File: config.mk
export PLATFORM = sky130hd
export DESIGN_NAME = freeCacheScanner
export DESIGN_NICKNAME = d
export VERILOG_FILES = /design/src/logic/ctxPkg.sv /design/src/logic/freeCacheScanner.sv
export SDC_FILE = /design/constraint.sdc
export NUM_CORES = 1
export LEC_CHECK = 0
export ABC_CLOCK_PERIOD_IN_PS = 3900
export BUFFER_PORTS_ARGS = -buffer_cell sky130_fd_sc_hd__buf_2
export CAP_MARGIN = 20
export CORE_MARGIN = 8
export CORE_UTILIZATION = 30
export CTS_CLUSTER_DIAMETER = 200
export CTS_CLUSTER_SIZE = 8
export DETAILED_ROUTE_END_ITERATION = 8
export PLACE_DENSITY = 0.6
export SYNTH_ARGS = -nofsm -noshare
export SYNTH_HDL_FRONTEND = slang
export SYNTH_SLANG_ARGS = --single-unit
File: constraint.sdc
create_clock -name CLK -period 3.9 [get_ports CLK]
set_input_delay 0.585 -clock CLK [delete_from_list [all_inputs] [get_ports CLK]]
set_output_delay 0.585 -clock CLK [all_outputs]
set_load 0.1 [all_outputs]
File: src/logic/ctxPkg.sv
`default_nettype none

package ctxPkg;

	// ----------------------------------------
	// sizes
	// ----------------------------------------
	// free-object RAM geometry
	localparam int ramDepth = 256;
	localparam int ramAddrWidth = 8;
	// width of the free and cached memory counters
	localparam int memWidth = 40;

	// ----------------------------------------
	// control word layout
	// ----------------------------------------
	// core start pulse
	localparam int ctlCoreStart = 3;
	// cache opcode in bits 6:4
	localparam int ctlOpLsb = 4;
	// ready level request
	localparam int ctlReady = 11;
	// free memory method, two bits
	localparam int ctlMemOpLsb = 12;
	// core stop pulse
	localparam int ctlCoreStop = 16;

	// I/O port numbers seen on the write port
	typedef enum logic [3:0] {
		portNone = 4'd0,
		portControl = 4'd3,
		portLength = 4'd6,
		portSel = 4'd7
	} ioPort_t;

	// one write from the microcontroller side
	typedef struct packed {
		ioPort_t port;
		logic [31:0] data;
	} ioWrite_t;

	// free cache operations
	typedef enum logic [2:0] {
		opNone = 3'd0,
		opWrite = 3'd1,
		opClear = 3'd2,
		opFree = 3'd3,
		opCalc = 3'd4,
		opSearch = 3'd5,
		opEmptyFree = 3'd6,
		opEmptySearch = 3'd7
	} cacheOp_t;

	// free memory counter update methods
	typedef enum logic [1:0] {
		memKeep,
		memClear,
		memAdd,
		memSub
	} freeMemOp_t;

	// RAM word, selector on top
	typedef struct packed {
		logic [23:0] sel;
		logic [31:0] length;
	} freeEntry_t;

	// scanner results
	typedef struct packed {
		logic busy;
		logic freeFound;
		logic lengthFound;
		logic emptyFound;
		freeEntry_t found;
		logic [ramAddrWidth-1:0] foundAddr;
		logic [memWidth-1:0] cachedMem;
	} cacheStatus_t;

endpackage

`default_nettype wire

File: src/logic/freeCacheScanner.sv
`timescale 1ns/1ps
`default_nettype none

module freeCacheScanner import ctxPkg::*; (
	input wire CLK,
	input wire RESETn,
	input wire cacheOp_t cacheReq,
	input wire freeEntry_t entry,
	output logic [ramAddrWidth-1:0] ramAddr,
	output logic ramWe,
	output freeEntry_t ramWData,
	input wire freeEntry_t ramRData,
	output cacheStatus_t status
);

	// opcode and address of one read in flight
	typedef struct packed {
		cacheOp_t op;
		logic [ramAddrWidth-1:0] addr;
	} readStage_t;

	// operation in progress, opNone when idle
	cacheOp_t procOp;
	// RAM address counter
	logic [ramAddrWidth-1:0] addrCnt;
	// read pipeline, index 0 pairs with ramRData
	readStage_t pipe [3];
	// RAM data aligned with pipe[1]
	freeEntry_t rdData;
	// scan finished, one cycle
	logic endFlag;
	// result registers
	logic freeFound;
	logic lengthFound;
	logic emptyFound;
	freeEntry_t found;
	logic [ramAddrWidth-1:0] foundAddr;
	logic [memWidth-1:0] cachedMem;

	// decode helpers
	logic busy;
	logic scanReq;
	logic [ramAddrWidth-1:0] startAddr;
	logic issueLast;
	logic stageValid;
	logic stageLast;
	logic freeMatch;
	logic lengthMatch;
	logic emptyMatch;
	logic anyMatch;

	// last address of the range that op walks
	function automatic logic rangeEnd(input cacheOp_t op, input logic [ramAddrWidth-1:0] addr);
		logic lowerHalf;
		lowerHalf = (op == opEmptyFree) || (op == opEmptySearch);
		return (&addr[ramAddrWidth-2:0]) && (addr[ramAddrWidth-1] == !lowerHalf);
	endfunction

	// ----------------------------------------
	// decode
	// ----------------------------------------
	always_comb begin
		busy = (procOp != opNone);
		scanReq = (cacheReq != opNone) && (cacheReq != opWrite);
		// object scans live in the upper half, descriptor scans in the lower
		startAddr = '0;
		startAddr[ramAddrWidth-1] = (cacheReq == opFree) || (cacheReq == opSearch) ||
			(cacheReq == opCalc);
		issueLast = rangeEnd(procOp, addrCnt);
		// only reads of the running scan count
		stageValid = busy && !endFlag && (pipe[1].op == procOp);
		stageLast = rangeEnd(pipe[1].op, pipe[1].addr);
		// match conditions on stage two
		freeMatch = ((pipe[1].op == opFree) || (pipe[1].op == opEmptyFree)) &&
			(rdData.sel == '0);
		lengthMatch = (pipe[1].op == opSearch) && (rdData.length >= entry.length);
		emptyMatch = (pipe[1].op == opEmptySearch) && (rdData.sel != '0);
		anyMatch = freeMatch || lengthMatch || emptyMatch;
	end

	// RAM side
	always_comb begin
		ramAddr = addrCnt;
		// clear writes zero under the walking counter
		ramWe = (cacheReq == opWrite) || (procOp == opClear);
		ramWData = (procOp == opClear) ? '0 : entry;
	end

	// ----------------------------------------
	// control
	// ----------------------------------------
	always_ff @(posedge CLK) begin
		if (!RESETn) begin
			procOp <= opNone;
			addrCnt <= '0;
			pipe[0] <= '0;
			pipe[1] <= '0;
			pipe[2] <= '0;
			endFlag <= 1'b0;
			freeFound <= 1'b0;
			lengthFound <= 1'b0;
			emptyFound <= 1'b0;
		end else begin
			if (scanReq) begin
				procOp <= cacheReq;
			end else if (endFlag) begin
				procOp <= opNone;
			end

			// start, rewind to stage three, or step
			if (scanReq) begin
				addrCnt <= startAddr;
			end else if (endFlag) begin
				addrCnt <= pipe[2].addr;
			end else if (busy && !issueLast) begin
				addrCnt <= addrCnt + 1'b1;
			end

			// counter parks on the last address
			// repeated reads there are cut off by endFlag
			pipe[0].op <= (busy && !endFlag) ? procOp : opNone;
			pipe[0].addr <= addrCnt;
			pipe[1] <= pipe[0];
			pipe[2] <= pipe[1];

			// stop at the first hit or the end of range
			endFlag <= stageValid && (anyMatch || stageLast);

			// found flags
			if ((cacheReq == opFree) || (cacheReq == opEmptyFree)) begin
				freeFound <= 1'b0;
			end else if (stageValid && freeMatch) begin
				freeFound <= 1'b1;
			end
			if (cacheReq == opSearch) begin
				lengthFound <= 1'b0;
			end else if (stageValid && lengthMatch) begin
				lengthFound <= 1'b1;
			end
			if (cacheReq == opEmptySearch) begin
				emptyFound <= 1'b0;
			end else if (stageValid && emptyMatch) begin
				emptyFound <= 1'b1;
			end
		end
	end

	// ----------------------------------------
	// data path
	// ----------------------------------------
	always_ff @(posedge CLK) begin
		rdData <= ramRData;
		// matched object, same edge as lengthFound
		if (stageValid && lengthMatch) begin
			found <= rdData;
		end
		// final write address of the scan
		if (endFlag) begin
			foundAddr <= pipe[2].addr;
		end
		// sum of cached lengths
		if (cacheReq == opCalc) begin
			cachedMem <= '0;
		end else if (stageValid && (pipe[1].op == opCalc)) begin
			cachedMem <= cachedMem + {{(memWidth - 32){1'b0}}, rdData.length};
		end
	end

	always_comb begin
		status.busy = busy;
		status.freeFound = freeFound;
		status.lengthFound = lengthFound;
		status.emptyFound = emptyFound;
		status.found = found;
		status.foundAddr = foundAddr;
		status.cachedMem = cachedMem;
	end

endmodule

`default_nettype wire

==> reports/results.ini, run 1 <==
[status]
status=finished clean

[critical_path]
r2r_slack_ns=0.65
reg2reg_from=rdData[0]
critPathLaunchType=register
setup.worst_path.end_class=register
startpoint=rdData[0]
critPathMaxFanout=4
path_class=reg -> reg
arrival_ns=3.75
cp.required_ns=4.40
reg2reg_depth=11
r2r_end=cachedMem[38]

[sta]
tightest_slew_ns=0.886
fmax_ghz=0.308
slew-limit-headroom_pct=40.8
setup_violations=0
finalMaxSlewViolations=0
min_period_over_period_pct=83.4
rsz0062_at_grt=no
finClkSkew_ns=0.0270
fin_crit_ns=3.25
finalHoldViolCount=0
fin_tns_setup_ns=0

[final_layout]
final_nets=1405
fin_cells=1639
fill_cells=3082
area_growth_pct=29.1
fin_util_pct=39.3
final_layout_size_suffix_gt1_share_pct=27.5

[floorplan]
rows=64
die_w_um=192
initial_core_util_pct=30.4
fp.dieH_um=192
core_area_mm2=0.0305
ios=290
fp.dieArea_mm2=0.0368

[synthesis]
ys_types=64
syn_nets=1117
synth-edff-count=64
syn_inst=934
yosys-top-cells-count=dfxtp_1 (141), nor2_1 (81), nand2_1 (75)
yosysSeqAreaShare_pct=51.1
synth_top_area_cell=dfxtp_1
synth-seq-cells=205
postSynth.asyncResetShare_pct=0
ys_warn_count=0
synth.top_cell.area_share_pct=30.4
synth_area_mm2=0.00929
synth.most_common_cell=dfxtp_1
synth.avg_cell_area_um2=9.94
synth_ff_type=dfxtp_1
ys_top_cells_by_area=dfxtp_1 (30%), edfxtp_1 (21%), ha_1 (8.8%)

[detailed_routing]
drt-total-wl_um=28200
first_iter_violations=324
drt-pass1-iter-count=5
vias=7735
drc_errors=0
vias_per_cell=4.72
wire_per_inst_um=17.2
ant_nets=0

[place]
gp_congestion=0.845
port_buffers=289
dp_cells=1586
hpwl_um=22100

[clock_network]
ctsHtreeMaxLevel=1
clk_path_buf_depth=3
cts_inserted_buffers=29
cts_tree=yes
hold_buffers=0
clk_pin_slew_ns=0.06
clock-sinks=205
root_buffer=clkbuf_16
postCtsSetupRepairBufs=0
cts_resized=0
insertion_delay_ns=0.56

[power]
seqPwrFrac_pct=41.3
peakVddDrop_mv=0.316
p_sw_mw=1.71
power_density_mw_per_mm2=466
pwr-share-clk_pct=41.1
cellInternalPower_mw=3.88
p_leak_nw=5.47
total_power_mw=5.58
switching_share_pct=30.6
comb_power_share_pct=17.6

[min_path]
hold_start=ramRData[15]
hold_depth=1
holdCritPathClass=in -> reg
hold_end=rdData[15]

[global_routing]
grt_max_degree=42
grt_overflow=0
first_global_vias=7812
grt_usage_pct=14.6
grt_first_pass_wirelength_um=42700
antenna_found_initial=1

[flow_run]
max_cap_violations=0

## worst max-delay path, cell delays in order (launching register included)
cell and delay, ns:
dfxtp_1 0.40, ha_1 0.20, inv_1 0.06, fa_1 0.38, nor2b_1 0.23, o211ai_1 0.14, a21boi_0 0.34, o31a_1 0.31
a21oi_1 0.19, o41a_1 0.46, or4_1 0.41, nand2_1 0.08
## state kept, by name, indices dropped and copies added (netlist names)
| register | count |
|---|---|
| rdData | 56 |
| status | 56 |
| cachedMem | 40 |
| pipe | 30 |
| foundAddr | 8 |
| ramAddr | 8 |
| procOp | 3 |
| emptyFound | 1 |
| endFlag | 1 |
| freeFound | 1 |
| lengthFound | 1 |
## final cells by class
type	count	area [um^2]	area share, %
inverter	48	180	1.50
sequential	205	4740	39.6
antenna	1	2.50	0.0209
tap	396	495	4.13
multi-input combinational	639	4180	34.9
timing repair buffer	299	1550	13.0
clock buffer	49	801	6.68
clock inverter	2	25.0	0.209
## worst max-delay path by stage
| stage | endpoint | slack [ns] | cells past startpoint |
|---|---|---|---|
| 2_1_floorplan | status[100] | 0.36 | 8 |
| 3_3_place_gp | status[96] | 0.75 | 12 |
| 3_5_place_dp | status[92] | 0.68 | 12 |
| 4_1_cts | cachedMem[38] | 0.67 | 11 |
| 5_1_grt | cachedMem[38] | 0.39 | 11 |
| 6_report | cachedMem[38] | 0.65 | 11 |
## layout by cell type (no fill, tap or decap), types with 6 or more instances in the layout
| master | instances |
|---|---|
| buf_2 | 289 |
| dfxtp_1 | 141 |
| nor2_1 | 81 |
| nand2_1 | 75 |
| a21oi_1 | 68 |
| ha_1 | 65 |
| edfxtp_1 | 64 |
| inv_1 | 47 |
| nor2b_1 | 33 |
| o21ai_0 | 32 |
| and2_1 | 32 |
| clkbuf_16 | 29 |
| nand3_1 | 28 |
| a21o_1 | 27 |
| xnor2_1 | 21 |
| clkbuf_1 | 20 |
| nor3_1 | 19 |
| nand4_1 | 17 |
| xor2_1 | 14 |
| nor4_1 | 11 |
| mux2i_1 | 8 |
| buf_4 | 8 |
| a211oi_1 | 7 |
| o21a_1 | 6 |
## through the flow
stage | area, um^2 | setup slack, ns | hold WS [ns]
after floorplan | 9290 | 0.364 | 0.408
after global placement | 11100 | 0.747 | 0.413
after detailed placement | 11100 | 0.682 | 0.416
after CTS | 12000 | 0.673 | 0.0956
after global routing | 12000 | 0.390 | 0.0964
final | 12000 | 0.649 | 0.128
## layer usage
layer / vias to the layer above / global-route usage [%] / wire (um)
met5: - / 0 / 0
met3: 30 / 4.30 / 2260
met1: 3578 / 18.4 / 12500
met2: 232 / 23.9 / 12900
li1: 3895 / - / -
met4: 0 / 4.29 / 577
## power groups by stage
stage | Combinational, mW | Sequential [mW] | Clock, mW
finish | 0.982 | 2.30 | 2.30
detailed placement | 0.987 | 2.35 | 0
floorplan | 0.655 | 2.46 | 0
CTS | 0.991 | 2.30 | 2.38
global route | 1.05 | 2.31 | 2.49
global placement | 0.981 | 2.35 | 0
## cell families after synthesis
family / after synthesis / share of synthesized area, %
AOI/OAI and AO/OA: 194 / 13.6
xor gates and xnor gates: 35 / 3.30
adders and majority gates: 66 / 8.97
buffers and inverters: 90 / 3.89
DFF: 205 / 51.1
muxes: 8 / 0.862
and+or+nand+nor: 336 / 18.3
Note: power is estimated with default switching activity, not from simulation.
==> run 2: changes to the inputs <==
--- a/config.mk
+++ b/config.mk
@@ -5,7 +5,8 @@
 export SDC_FILE = /design/constraint.sdc
 export NUM_CORES = 1
 export LEC_CHECK = 0
-export ABC_CLOCK_PERIOD_IN_PS = 3900
+export ABC_AREA = 1
+export ABC_CLOCK_PERIOD_IN_PS = 3200
 export BUFFER_PORTS_ARGS = -buffer_cell sky130_fd_sc_hd__buf_2
 export CAP_MARGIN = 20
 export CORE_MARGIN = 8
@@ -13,7 +14,7 @@
 export CTS_CLUSTER_DIAMETER = 200
 export CTS_CLUSTER_SIZE = 8
 export DETAILED_ROUTE_END_ITERATION = 8
-export PLACE_DENSITY = 0.6
+export PLACE_DENSITY = 0.59
 export SYNTH_ARGS = -nofsm -noshare
 export SYNTH_HDL_FRONTEND = slang
 export SYNTH_SLANG_ARGS = --single-unit
==> constraint.sdc (replaced) <==
create_clock -name CLK -period 3.2 [get_ports CLK]
set_input_delay 0.48 -clock CLK [delete_from_list [all_inputs] [get_ports CLK]]
set_output_delay 0.48 -clock CLK [all_outputs]
set_load 0.1 [all_outputs]
==> reports/results.ini, run 2 <==
[status]
status=finished clean

[sta]
tightest_slew_ns=0.800  ; -0.0859 ns
min_period_over_period_pct=92.6
fin_tns_setup_ns=0  ; unchanged
holdWs_ns=0.0256  ; -0.102 ns
setup_violations=0  ; unchanged
fin_ws_ns=0.237  ; -0.413 ns
slew-limit-headroom_pct=46.6  ; +5.8 points
rsz0062_at_grt=no
finalHoldViolCount=0  ; unchanged
fmax_ghz=0.337
fin_crit_ns=2.96
finalMaxSlewViolations=0  ; unchanged
finClkSkew_ns=0.0251  ; -0.00194 ns

[synthesis]
synth.avg_cell_area_um2=7.61  ; -23%
syn_inst=1339  ; +43%
synth_ff_type=dfxtp_1
synth.top_cell.area_share_pct=27.7  ; -2.7 points
yosys-top-cells-count=nand2_1 (319), inv_1 (234), nor2_1 (221)
ys_top_cells_by_area=dfxtp_1 (28%), edfxtp_1 (19%), nand2_1 (12%)
ys_types=48  ; -25%
ys_warn_count=0  ; unchanged
postSynth.asyncResetShare_pct=0  ; unchanged
yosysSeqAreaShare_pct=46.6  ; -4.5 points
synth_top_area_cell=dfxtp_1
syn_nets=1522  ; +36%
synth_area_mm2=0.0102  ; +9.7%
synth-seq-cells=205  ; unchanged
synth.most_common_cell=nand2_1
synth-edff-count=64  ; unchanged

[clock_network]
clock-sinks=205  ; unchanged
insertion_delay_ns=0.57  ; about the same
root_buffer=clkbuf_16
clk_pin_slew_ns=0.05  ; about the same
cts_tree=yes
ctsHtreeMaxLevel=1  ; unchanged
cts_resized=0  ; unchanged
cts_inserted_buffers=29  ; unchanged
clk_path_buf_depth=3  ; unchanged

[flow_run]
max_cap_violations=0  ; unchanged

[place]
hpwl_um=26200  ; +19%
gp_congestion=0.894  ; +5.9%
post-place-ws_ns=0.301  ; -0.381 ns
port_buffers=289  ; unchanged

[critical_path]
critPathLaunchType=register
reg2reg_from=rdData[23]
path_depth=6  ; -5
setup.worst_path.end_class=primary output
path_class=reg -> out
path_cells=nor2_1 -> nand2_1 -> inv_2 -> buf_4 -> nor2_1 -> buf_2
critPathCapture=ramWData[54]
cp_top_family=buffers and inverters
r2r_slack_ns=0.52  ; -0.13 ns
cp.required_ns=2.72  ; -1.68 ns
r2r_end=status[78]
arrival_ns=2.48  ; -1.27 ns
slowest_stage=inv_2
startpoint=procOp[2]
path_buf_inv=3  ; +2
reg2reg_depth=10  ; -1
cpMostUsedCell=nor2_1
critPathMaxFanout=24  ; +20
cpPeakStageDelay_ns=0.44  ; -0.02 ns

[global_routing]
grt_usage_pct=15.7  ; +1.1 points
first_global_vias=9174  ; +17%
grt_first_pass_wirelength_um=51000  ; +19%
antenna_found_initial=0  ; -1
grt_overflow=0  ; unchanged
grt_max_degree=69  ; +64%

[final_layout]
fill_cells=3496  ; +13%
area_growth_pct=28.5
layout_commonest_cell=nand2_1
final_cell_mix=nand2_1 (319), buf_2 (289), inv_1 (232)
final_layout_size_suffix_gt1_share_pct=20.8  ; -6.8 points
final_nets=1839  ; +31%
antenna_cells=0  ; -1

[detailed_routing]
wirelength_met1_um=14900  ; +19%
route.met2.wl_um=14900  ; +15%
wl_met3_um=2100  ; -7.4%
ant_nets=0  ; unchanged
drc_errors=0  ; unchanged
drt-pass1-iter-count=8  ; +3
drt-total-wl_um=32700  ; +16%
top_layer=met4
vias=9310  ; +20%
wire_per_inst_um=15.4  ; -11%
vias_per_cell=4.38  ; -7.2%
first_iter_violations=571  ; +76%

[floorplan]
die_w_um=200  ; +4.4%
rows=67  ; +4.7%
core_area_mm2=0.0334  ; +9.6%
initial_core_util_pct=30.5  ; about the same
fp.dieArea_mm2=0.0401  ; +8.9%
fp.dieH_um=200  ; +4.4%
ios=290  ; unchanged

[power]
p_leak_nw=6.96  ; +27%
total_power_mw=7.14  ; +28%
power_density_mw_per_mm2=545  ; +17%
peakVddDrop_mv=0.427  ; +35%

[min_path]
holdCritPathClass=in -> reg

==> run 2: metal layers <==
metal	vias to the layer above	global-route usage, %
li1	4843	-
met1	4180	20.1
met2	240	26.2
met3	47	3.66
met4	0	4.47
met5	-	0
==> run 2: power by group <==
part | internal [mW] | leakage (nW) | switching [mW]
Sequential | 2.76 | 1.74 | 0.0685
Clock | 1.69 | 0.396 | 1.17
Combinational | 0.336 | 4.82 | 1.13
Total | 4.78 | 6.96 | 2.36
==> run 2: area by class of cell <==
type / count / area (um^2) / share of cell area [%]
Multi-Input combinational cell: 870 / 4400 / 33.6
Clock buffer: 50 / 805 / 6.14
Tap cell: 448 / 561 / 4.28
Inverter: 239 / 900 / 6.87
Sequential cell: 205 / 4740 / 36.2
Clock inverter: 2 / 25.0 / 0.191
Timing Repair Buffer: 311 / 1660 / 12.7
==> run 2: how the worst min path moves through the flow <==
stage,startpoint,end,cells past startpoint
floorplan,pipe[0][0],pipe[0][11],2
global placement,pipe[0][7],pipe[0][18],2
detailed placement,pipe[0][2],pipe[0][13],2
CTS,ramRData[12],rdData[12],1
global route,ramRData[12],rdData[12],1
finish,ramRData[51],rdData[51],1
==> run 2: cell families (layout without fill, tap and decap cells) <==
logic type               after synthesis  count (layout)  share of synthesized area [%]
XOR/XNOR                              20              20                           1.72
adder cells (fa/ha/maj)               66              66                           8.18
buffers and inverters                264             602                           10.3
AND/OR/NAND/NOR                      642             642                           25.4
AO/OA/AOI/OAI                        142             142                           7.81
flip-flops                           205             205                           46.6
==> run 2: worst reg2reg max path, cell delays in order (launching register included) <==
cell and delay, ns:
dfxtp_1 0.37, ha_1 0.33, nand2_1 0.08, nor2_1 0.30
nand4_1 0.15, nor2_1 0.27, nand4_1 0.13, nand3_1 0.15
nand3_1 0.12, inv_2 0.12, buf_12 0.26
==> run 2: repair_timing <==
action | in CTS | in global routing
hold buffers | 15 | 0
hold endpoints to repair | 15 | 0
buffers inserted | 0 | 0
==> run 2: through the flow <==
| stage | util, % | area [um^2] | cells |
|---|---|---|---|
| 2_1_floorplan | - | 10200 | 1339 |
| 3_3_place_gp | 36.2 | 12100 | 2058 |
| 3_5_place_dp | 36.2 | 12100 | 2058 |
| 4_1_cts | 39.1 | 13100 | 2125 |
| 5_1_grt | 39.1 | 13100 | 2125 |
| 6_report | 39.1 | 13100 | 2125 |
