## config.mk

```make
export PLATFORM = sky130hd
export DESIGN_NAME = commandDecoder
export DESIGN_NICKNAME = d
export VERILOG_FILES = /design/src/logic/ctxPkg.sv /design/src/logic/commandDecoder.sv
export SDC_FILE = /design/constraint.sdc
export NUM_CORES = 1
export LEC_CHECK = 0
export BUFFER_PORTS_ARGS = -buffer_cell sky130_fd_sc_hd__buf_2
export CAP_MARGIN = 10
export CORE_ASPECT_RATIO = 1.25
export CORE_MARGIN = 4
export CORE_UTILIZATION = 57
export DETAILED_ROUTE_END_ITERATION = 8
export HOLD_SLACK_MARGIN = 0.03
export PLACE_DENSITY = 0.87
export SYNTH_ARGS = -nofsm -noshare
export SYNTH_HDL_FRONTEND = slang
export SYNTH_SLANG_ARGS = --single-unit
export TNS_END_PERCENT = 10
```

## constraint.sdc

```tcl
create_clock -name CLK -period 3.9 [get_ports CLK]
set_input_delay 0.195 -clock CLK [delete_from_list [all_inputs] [get_ports CLK]]
set_output_delay 0.195 -clock CLK [all_outputs]
set_load 0.03 [all_outputs]
```

## src/logic/ctxPkg.sv

```systemverilog
`default_nettype none

package ctxPkg;

	// ----------------------------------------
	// sizes
	// ----------------------------------------
	// free-object RAM geometry
	localparam int ramDepth = 256;
	localparam int ramAddrWidth = 8;
	// width of the free and cached memory counters
	localparam int memWidth = 40;

	// ----------------------------------------
	// control word layout
	// ----------------------------------------
	// core start pulse
	localparam int ctlCoreStart = 3;
	// cache opcode in bits 6:4
	localparam int ctlOpLsb = 4;
	// ready level request
	localparam int ctlReady = 11;
	// free memory method, two bits
	localparam int ctlMemOpLsb = 12;
	// core stop pulse
	localparam int ctlCoreStop = 16;

	// I/O port numbers seen on the write port
	typedef enum logic [3:0] {
		portNone = 4'd0,
		portControl = 4'd3,
		portLength = 4'd6,
		portSel = 4'd7
	} ioPort_t;

	// one write from the microcontroller side
	typedef struct packed {
		ioPort_t port;
		logic [31:0] data;
	} ioWrite_t;

	// free cache operations
	typedef enum logic [2:0] {
		opNone = 3'd0,
		opWrite = 3'd1,
		opClear = 3'd2,
		opFree = 3'd3,
		opCalc = 3'd4,
		opSearch = 3'd5,
		opEmptyFree = 3'd6,
		opEmptySearch = 3'd7
	} cacheOp_t;

	// free memory counter update methods
	typedef enum logic [1:0] {
		memKeep,
		memClear,
		memAdd,
		memSub
	} freeMemOp_t;

	// RAM word, selector on top
	typedef struct packed {
		logic [23:0] sel;
		logic [31:0] length;
	} freeEntry_t;

	// scanner results
	typedef struct packed {
		logic busy;
		logic freeFound;
		logic lengthFound;
		logic emptyFound;
		freeEntry_t found;
		logic [ramAddrWidth-1:0] foundAddr;
		logic [memWidth-1:0] cachedMem;
	} cacheStatus_t;

endpackage

`default_nettype wire

```

## src/logic/commandDecoder.sv

```systemverilog
`timescale 1ns/1ps
`default_nettype none

module commandDecoder import ctxPkg::*; (
	input wire CLK,
	input wire RESETn,
	input wire cena,
	input wire malockf,
	input wire ioWrite_t ioWr,
	output cacheOp_t cacheReq,
	output freeEntry_t entry,
	output logic ready,
	output logic coreStart,
	output logic coreStop,
	output logic [memWidth-1:0] freeMem
);

	// port hits
	logic ctlWr;
	logic lengthWr;
	logic selWr;
	// fields of the control word
	cacheOp_t ctlOp;
	freeMemOp_t memOp;
	// length widened to the counter width
	logic [memWidth-1:0] lengthExt;
	// next free memory value
	logic [memWidth-1:0] freeMemNext;

	// ----------------------------------------
	// write decode
	// ----------------------------------------
	always_comb begin
		ctlWr = (ioWr.port == portControl);
		lengthWr = (ioWr.port == portLength);
		selWr = (ioWr.port == portSel);
		ctlOp = cacheOp_t'(ioWr.data[ctlOpLsb +: $bits(cacheOp_t)]);
		memOp = freeMemOp_t'(ioWr.data[ctlMemOpLsb +: $bits(freeMemOp_t)]);
		lengthExt = {{(memWidth - 32){1'b0}}, entry.length};
	end

	// free memory accounting, uses the length already latched
	always_comb begin
		freeMemNext = freeMem;
		case (memOp)
			memClear: begin
				freeMemNext = '0;
			end
			memAdd: begin
				freeMemNext = freeMem + lengthExt;
			end
			memSub: begin
				// released block counts one extra unit
				freeMemNext = freeMem - lengthExt - 1'b1;
			end
			default: begin
				freeMemNext = freeMem;
			end
		endcase
	end

	// ----------------------------------------
	// length and selector registers
	// ----------------------------------------
	always_ff @(posedge CLK) begin
		if (lengthWr) begin
			entry.length <= ioWr.data;
		end
		// upper byte of the selector port ignored
		if (selWr) begin
			entry.sel <= ioWr.data[23:0];
		end
	end

	// ----------------------------------------
	// pulses, levels and counter
	// ----------------------------------------
	always_ff @(posedge CLK) begin
		if (!RESETn) begin
			cacheReq <= opNone;
			coreStart <= 1'b0;
			coreStop <= 1'b0;
			ready <= 1'b0;
			freeMem <= '0;
		end else begin
			// one cycle request to the scanner
			cacheReq <= ctlWr ? ctlOp : opNone;
			// core control strobes
			coreStart <= ctlWr && ioWr.data[ctlCoreStart];
			coreStop <= ctlWr && ioWr.data[ctlCoreStop];
			// ready holds only while enabled and not locked
			ready <= (ready || (ctlWr && ioWr.data[ctlReady])) && cena && !malockf;
			if (ctlWr) begin
				freeMem <= freeMemNext;
			end
		end
	end

endmodule

`default_nettype wire

```

==> run metrics, run 1 <==
syn_nets=950; CP Class=reg -> reg; Antenna Cells=0; critical path arrival=3.72 ns; Finished Core Util=0.686; hold_sp=ioWr[15]; DRT Wirelength=22400 um; RSZ-0062 raised after global routing=false; via count=7225; synthesized cell area=7370 um2; Die X=110 um; total negative slack=0 ns; Post-synth ARST share=0; GR Overflow Total=0; Post-CTS Hold Fix Bufs=20; Worst Hold Path EP=entry[47]; Cell Rows=46; #FFs+latches synth=102; DR vias/cell=6.25; share of Yosys cell area claimed by the top area cell type=0.228; syn avg cell area=8.73 um2; Peak supply drop=0.000281 V; core area=12700 um2; prevailing post-synth register cell=edfxtp_1; uppermost routed layer=met4; cts bufs inserted=9; Layout Skew=0.00936 ns; cell taking the most area after synthesis=edfxtp_1; die height=135 um; Critical Path RT=4.18 ns; CTS Buffer Depth=2; max capacitance violation total=0; Starting Density=0.582; nets=1090; synth warn=0; global-route wire length before repair=35400 um; final number of hold-violating endpoints=0; commonest non-fill, non-tap cell in the layout=buf_2; slowest stage delay, CP=0.43 ns; Pleak=3.92 nW; Placed Instance Area=8160 um2; routed wl met2=11000 um; Rel. slew slack=0.255; period utilization=0.881; status=complete, no violations; Syn-to-layout area delta=17.9%; Setup crit start kind=flop; first-pass detailed-route iteration total=5; die area=14800 um2; WHS Path Cells=1; IO Pins=142; GP Congestion=0.981; RR Startpoint=entry[0]; PD cells=292 nW/um2; Clk pin slew, worst setup/hold paths=0.07 ns; clk sinks=102; main area contributors after synthesis=edfxtp_1, dfxtp_1, ha_1; CP top delay family=compound AO/OA/AOI/OAI gates; share of the yosys chip area belonging to registers=0.353; slowest CP cell=edfxtp_1; Post-CTS Setup Inserts=0; CP cell instances=ha_1 -> fa_1 -> nand2b_1 -> a221oi_1 -> or3_1 -> a21oi_1 -> o2111ai_1 -> a311o_1 -> and2_4 -> a22oi_1 -> nand4_1 -> o211ai_1; Critical Path Fanout Max=5; drt drc=0; CTS tree=done; Routed Antenna Nets=0; post-cts sizing count=0; final worst path period need=3.44 ns; met3 routed WL=1810 um; all-layer global routing usage=0.303; R2R depth=12; CP Capture Type=flop; initial antenna violation count=0; Post-synth EDFFs=56; Skew-Pair Late Insertion Delay=0.36 ns; Buf+Inv Stages, Crit Path=0; Worst-Margin Slew=1.11 ns; Setup Viol. Count Final=0; hold_ws=0.0374 ns; capturing point of the worst reg2reg path=freeMem[38]; post-route cell area=8690 um2; FF-to-FF setup slack=0.46 ns; Final Non-Filler Cells=1156; fin. max-slew vios=0; share of cells above drive strength 1=0.192; IO buf count=141; type of the worst min-delay path=in -> reg; dpl cells=1120; synthesized instance count=844; commonest cells after routing, fill and taps aside=buf_2, a21oi_1, inv_1, ha_1, nor2_1; pin count of the biggest net entering global routing=33; Synth cell types=78; # H-tree levels=3; vias in the first global route=7084; wl on met1=8500 um; clock root buffer master=clkbuf_16; Avg WL per Cell=19.3 um; starting DRC count in detailed routing=603; fmax=291 MHz; HPWL Detailed=16200 um
==> power breakdown <==
part / internal [mW] / switching (mW)
registers: 1.16 / 0.0199
logic: 0.135 / 0.247
clock network: 0.541 / 0.434
==> worst max path at each step <==
stage	start	end	cells after the start
after floorplan	entry[0]	freeMem[38]	12
after global placement	entry[0]	freeMem[38]	12
after detailed placement	entry[0]	freeMem[38]	12
after CTS	entry[0]	freeMem[38]	12
after global routing	entry[0]	freeMem[38]	12
final	entry[0]	freeMem[38]	12
==> synthesized netlist by cell type, drive strengths merged, types with 5 or more instances <==
cell / instances
a211oi: 10
a21o: 14
a21oi: 84
a22o: 13
a22oi: 15
a31oi: 9
and3: 16
buf: 22
clkbuf: 24
dfxtp: 46
edfxtp: 56
ha: 64
inv: 69
nand2: 58
nand2b: 8
nand3: 20
nand4: 8
nor2: 62
nor2b: 11
nor3: 29
nor4: 13
o2111ai: 5
o211ai: 11
o21ai: 39
o21bai: 15
o22ai: 7
o31ai: 14
or3: 5
xnor2: 28
==> worst register-to-register path, cell delays in order (launching register included) <==
cell and delay [ns]:
edfxtp_1 0.43, ha_1 0.26, fa_1 0.42, nand2b_1 0.12, a221oi_1 0.09, or3_1 0.34, a21oi_1 0.37, o2111ai_1 0.20
a311o_1 0.39, and2_4 0.18, a22oi_1 0.32, nand4_1 0.14, o211ai_1 0.11
==> cells by family after synthesis <==
family	share of synthesized area
AO/OA/AOI/OAI	0.251
XOR/XNOR	0.0357
adder cells (fa/ha/maj)	0.114
buffers and inverters	0.0664
flip-flops	0.353
multiplexers	0.00560
AND/OR/NAND/NOR	0.174
==> state kept, by name, summed over array words and instances (netlist names) <==
name / cells
ready: 1
coreStop: 1
entry: 56
cacheReq: 3
coreStart: 1
freeMem: 40
==> routing by layer <==
layer / vias up / global-route usage
met5: - / 0
met4: 0 / 0.144
met3: 88 / 0.0435
met2: 405 / 0.513
met1: 3345 / 0.374
li1: 3387 / -
==> cell type report <==
cell class	count	area [um2]
Fill cell	1058	3970
Timing Repair Buffer	175	1010
Inverter	70	263
Clock inverter	5	66.3
Sequential cell	102	2600
Clock buffer	10	250
Multi-Input combinational cell	626	4290
Tap cell	168	210
==> stage by stage <==
step / total power [mW] / worst slack [ns]
after floorplan: 1.45 / 0.817
after global placement: 1.56 / 0.600
after detailed placement: 1.56 / 0.543
after CTS: 2.53 / 0.505
after global routing: 2.61 / 0.204
final: 2.54 / 0.463
Note: power is estimated with default switching activity, not from simulation.
==> inputs of run 2 (changes only) <==
--- a/config.mk
+++ b/config.mk
@@ -12,6 +12,7 @@
 export CORE_UTILIZATION = 57
 export DETAILED_ROUTE_END_ITERATION = 8
 export HOLD_SLACK_MARGIN = 0.03
+export MAX_ROUTING_LAYER = met4
 export PLACE_DENSITY = 0.87
 export SYNTH_ARGS = -nofsm -noshare
 export SYNTH_HDL_FRONTEND = slang
==> run metrics, run 2 (same netlist as run 1, synthesis figures left out) <==
global-route wire length before repair=35200 um (-0.49%); GP Congestion=0.980 (-0.12%); cts bufs inserted=9 (unchanged); Peak supply drop=0.000199 V (-29%); Routed Antenna Nets=0 (unchanged); Starting Density=0.582 (unchanged); fin. max-slew vios=0 (unchanged); commonest non-fill, non-tap cell in the layout=buf_2; die area=14800 um2 (unchanged); max capacitance violation total=0 (unchanged); nets=1084 (-0.55%); GR peak layer=met2; hold_ws=0.0349 ns (-0.00252 ns); Layout Skew=0.0158 ns (+0.00646 ns); slowest CP cell=edfxtp_1; pin count of the biggest net entering global routing=36 (+9.1%); Skew-Pair Late Insertion Delay=0.36 ns (about the same); commonest cells after routing, fill and taps aside=buf_2, a21oi_1, inv_1, ha_1, nor2_1; core area=12700 um2 (unchanged); Cell Rows=46 (unchanged); Largest regs=entry: 56 flops, freeMem: 40 flops, cacheReq: 3 flops; Clk pin slew, worst setup/hold paths=0.07 ns (about the same); M3 GR Usage=0.0387 (-0.00478); GR Util met2=0.516 (+0.00272); max reg flops=56 (unchanged); clk sinks=102 (unchanged); Pleak=3.90 nW (-0.63%); final number of hold-violating endpoints=0 (unchanged); CTS tree=done; clock root buffer master=clkbuf_16; via count=7159 (-0.91%); Rel. slew slack=0.238 (-0.0170); Top reg by flops=entry; CP cell instances=ha_1 -> fa_1 -> nand2b_1 -> a221oi_1 -> or3_1 -> a21oi_1 -> o211ai_1 -> a211oi_1 -> o311ai_0 -> o21ai_0 -> xnor2_1 -> a22o_1; vias in the first global route=6983 (-1.4%); # H-tree levels=3 (unchanged); all-layer global routing usage=0.309 (+0.00673); die height=135 um (unchanged); critical path arrival=3.82 ns (+0.10 ns); CP Capture Type=flop; HPWL Detailed=16200 um (-0.27%); PD cells=290 nW/um2 (-0.73%); total negative slack=0 ns (unchanged); DR vias/cell=6.22 (-0.48%); starting DRC count in detailed routing=576 (-4.5%); M1 GR Usage=0.376 (+0.00156); Antenna Cells=0 (unchanged); Worst-Margin Slew=1.14 ns (+0.0254 ns); Setup crit start kind=flop; Avg WL per Cell=19.3 um (-0.33%); IO Pins=142 (unchanged); status=complete, no violations; Critical Path RT=4.14 ns (-0.04 ns); RSZ-0062 raised after global routing=false; slowest stage delay, CP=0.43 ns (about the same); Syn-to-layout area delta=17.1%; fmax=279 MHz (-4.0%); IO buf count=141 (unchanged); type of the worst min-delay path=in -> reg; GR Overflow Total=0 (unchanged); first-pass detailed-route iteration total=7 (+2); DRT Wirelength=22200 um (-0.76%); drt drc=0 (unchanged); CP Class=reg -> reg; period utilization=0.918 (+0.0365); final worst path period need=3.58 ns (+0.142 ns); share of cells above drive strength 1=0.193 (+0.000978); initial antenna violation count=0 (unchanged); CTS Buffer Depth=2 (unchanged); Setup Viol. Count Final=0 (unchanged); Critical Path Fanout Max=5 (unchanged); Die X=110 um (unchanged)
run 2: cell types whose count changed in the layout (fill, tap and decap cells not counted), sizes merged:
cell	previous run	this run
buf	154	153
clkinvlp	1	0
inv	70	71
bufinv	1	0
clkbuf	10	11
clkinv	3	4
dlygate4sd3	21	16
run 2: metrics by stage:
stage | setup slack (ns) | power [mW] | util | std cells | instance area, um2
after floorplan | 0.817 | 1.45 | - | 844 | 7370
after global placement | 0.588 | 1.55 | 0.644 | 1119 | 8160
after detailed placement | 0.463 | 1.56 | 0.644 | 1119 | 8160
after CTS | 0.410 | 2.49 | 0.681 | 1150 | 8620
after global routing | 0.172 | 2.58 | 0.681 | 1151 | 8630
final | 0.320 | 2.50 | 0.681 | 1151 | 8630
run 2: area by class of cell:
type                            count  area (um2)
Inverter                           70         263
Clock buffer                       11         264
Sequential cell                   102        2600
Tap cell                          168         210
Fill cell                        1067        4040
Clock inverter                      5        46.3
Timing Repair Buffer              169         956
Multi-Input combinational cell    626        4290
run 2: routing by layer:
metal	part of all wire	vias up
li1	-	3377
met1	0.39	3331
met2	0.50	374
met3	0.071	77
met4	0.038	0
met5	0	-
run 2: worst max-delay path, delay by kind of cell (launching register included):
| kind | cells | cell delay, ns |
|---|---|---|
| compound gates | 7 | 1.82 |
| fa+ha+maj | 2 | 0.65 |
| simple gates | 2 | 0.46 |
| flops | 1 | 0.43 |
| xor+xnor | 1 | 0.11 |
run 2: final timing paths:
| path | startpoint | end | slack (ns) | cells after the start |
|---|---|---|---|---|
| max | entry[0] | freeMem[24] | 0.32 | 12 |
| min | ioWr[21] | entry[53] | 0.03 | 1 |
| max reg2reg | entry[0] | freeMem[24] | 0.32 | 12 |
| min reg2reg | freeMem[17] | freeMem[17] | 0.50 | 2 |
run 2: power breakdown:
group          internal (mW)  switching [mW]
combinational          0.130           0.244
sequential              1.16          0.0201
clock                  0.501           0.444
total                   1.79           0.709
run 2: what timing repair did:
item,in CTS,in global routing
hold buffers,15,1
endpoints found under the hold margin,21,1
setup buffers,0,0
gates resized for setup,0,0
setup endpoints to repair,0,0
==> inputs of run 3 (changes only) <==
--- a/config.mk
+++ b/config.mk
@@ -13,7 +13,7 @@
 export DETAILED_ROUTE_END_ITERATION = 8
 export HOLD_SLACK_MARGIN = 0.03
 export MAX_ROUTING_LAYER = met4
-export PLACE_DENSITY = 0.87
+export PLACE_DENSITY_LB_ADDON = 0.12
 export SYNTH_ARGS = -nofsm -noshare
 export SYNTH_HDL_FRONTEND = slang
 export SYNTH_SLANG_ARGS = --single-unit
==> run metrics, run 3 (same netlist as run 1, synthesis figures left out) <==
critical path arrival=3.70 ns (-0.12 ns); max capacitance violation total=0 (unchanged); WHS Path Cells=1 (unchanged); global-route wire length before repair=35300 um (+0.36%); Setup crit start kind=flop; Setup Viol. Count Final=0 (unchanged); fin. max-slew vios=0 (unchanged); CP Class=reg -> reg; RSZ-0062 raised after global routing=false; Gate power share=0.151 (about the same); Clk pin slew, worst setup/hold paths=0.08 ns (about the same); Pleak=3.92 nW (+0.52%); commonest cells after routing, fill and taps aside=buf_2, a21oi_1, inv_1, ha_1, nor2_1; die area=14800 um2 (unchanged); Syn-to-layout area delta=17.9%; period utilization=0.874 (-0.0440); cts bufs inserted=9 (unchanged); core area=12700 um2 (unchanged); GR Overflow Total=0 (unchanged); CTS Buffer Depth=2 (unchanged); Sequential Power Share=0.471 (about the same); die height=135 um (unchanged); PD cells=288 nW/um2 (-0.48%); first-pass detailed-route iteration total=5 (-2); setup ws final=0.492 ns (+0.172 ns); CP cell instances=inv_1 -> ha_1 -> buf_4 -> nor4_1 -> nand2_1 -> nor4b_1 -> a211oi_1 -> a311o_1 -> and2_4 -> a32oi_1 -> or4_1 -> o21ai_1; Starting Density=0.582 (unchanged); Die X=110 um (unchanged); all-layer global routing usage=0.311 (+0.00185); nets=1090 (+0.55%); HPWL Detailed=16100 um (about the same); Clk network pwr share=0.378 (about the same); IO buf count=141 (unchanged); Critical Path Fanout Max=9 (+4); R2R depth=12 (unchanged); Layout Skew=0.0104 ns (-0.00546 ns); share of cells above drive strength 1=0.191 (-0.00218); Place WS=0.575 ns (+0.113 ns); Placed Instance Area=8150 um2 (about the same); pin count of the biggest net entering global routing=61 (+69%); final worst path period need=3.41 ns (-0.172 ns); starting DRC count in detailed routing=450 (-22%); Switching Share=0.280 (-0.00323); # H-tree levels=3 (unchanged); slowest stage delay, CP=0.49 ns (+0.06 ns); Peak supply drop=0.000226 V (+13%); CP top delay family=simple AND/OR/NAND/NOR gates; Buf+Inv Stages, Crit Path=2 (+2); DR vias/cell=6.04 (-2.9%); final number of hold-violating endpoints=0 (unchanged); Top reg by flops=entry; DRT Wirelength=22100 um (-0.49%); Skew-Pair Late Insertion Delay=0.36 ns (about the same); CTS tree=done; type of the worst min-delay path=in -> reg; Worst-Margin Slew=1.13 ns (-0.0101 ns); Avg WL per Cell=19.1 um (-1.0%); commonest non-fill, non-tap cell in the layout=buf_2; slowest CP cell=or4_1; CP Capture Type=flop; total negative slack=0 ns (unchanged); post-route cell area=8690 um2 (+0.70%); initial antenna violation count=0 (unchanged); fmax=293 MHz (+5.0%); Rel. slew slack=0.245 (+0.00672); stages on the worst setup path=12 (unchanged); vias in the first global route=6947 (-0.52%); Largest regs=entry: 56 flops, freeMem: 40 flops, cacheReq: 3 flops; GP Congestion=0.958 (-2.2%); max reg flops=56 (unchanged); drt drc=0 (unchanged); P_int=1.80 mW (+0.66%); clk sinks=102 (unchanged); Antenna Cells=0 (unchanged); Cell Rows=46 (unchanged); Routed Antenna Nets=0 (unchanged); IO Pins=142 (unchanged); via count=6987 (-2.4%); Critical Path RT=4.19 ns (+0.05 ns); status=complete, no violations; Psw=0.702 mW (-0.93%); clock root buffer master=clkbuf_16
[run 3: cell types whose count changed in the layout (fill, tap and decap cells not counted)]
cell	delta
dlygate4sd3_1	+7
nor2_1	-1
clkinv_1	+1
bufinv_16	+1
clkinv_4	-1
buf_4	-1
clkbuf_16	-1
nor2_2	+1
clkbuf_8	-1
inv_6	+1
[run 3: stage by stage]
stage | utilization | hold slack [ns] | std cells | total power, mW
after CTS | 0.684 | 0.0322 | 1155 | 2.51
after global routing | 0.686 | 0.0319 | 1157 | 2.60
after detailed placement | 0.644 | 0.361 | 1118 | 1.56
final | 0.686 | 0.0391 | 1157 | 2.50
after floorplan | - | 0.272 | 844 | 1.45
after global placement | 0.644 | 0.358 | 1118 | 1.55
[run 3: what timing repair did]
action | 4_1_cts | 5_1_grt
buffers inserted | 0 | 0
gates resized for setup | 0 | 0
setup endpoints to repair | 0 | 0
hold buffers | 21 | 2
hold endpoints to repair | 33 | 3
[run 3: power groups by stage]
stage / Combinational [mW] / Sequential (mW) / Clock, mW
6_report: 0.378 / 1.18 / 0.947
5_1_grt: 0.410 / 1.18 / 1.01
4_1_cts: 0.372 / 1.18 / 0.955
3_3_place_gp: 0.352 / 1.20 / 0
2_1_floorplan: 0.199 / 1.25 / 0
3_5_place_dp: 0.354 / 1.20 / 0
[run 3: final cells by class]
cell class	instances	area (um2)
flip-flops and latches	102	2600
fillers	1112	3980
clock buffers	9	225
repair buffers	175	1020
multi-input cells	626	4290
inverters	70	263
well taps	168	210
clock inverters	7	80.1
[run 3: layer usage]
metal	wire length, um	vias to the layer above	GRT usage
met5	0	-	-
met2	11500	236	0.544
met1	8920	3324	0.364
li1	-	3382	-
met3	993	45	0.0373
met4	640	0	0.112
[run 3: path summary, 6_finish.rpt]
kind,startpoint,to,slack [ns]
hold reg to reg,freeMem[17],freeMem[17],0.49
hold / removal,ioWr[21],entry[21],0.04
setup / recovery,entry[16],freeMem[34],0.49
setup reg to reg,entry[16],freeMem[34],0.49
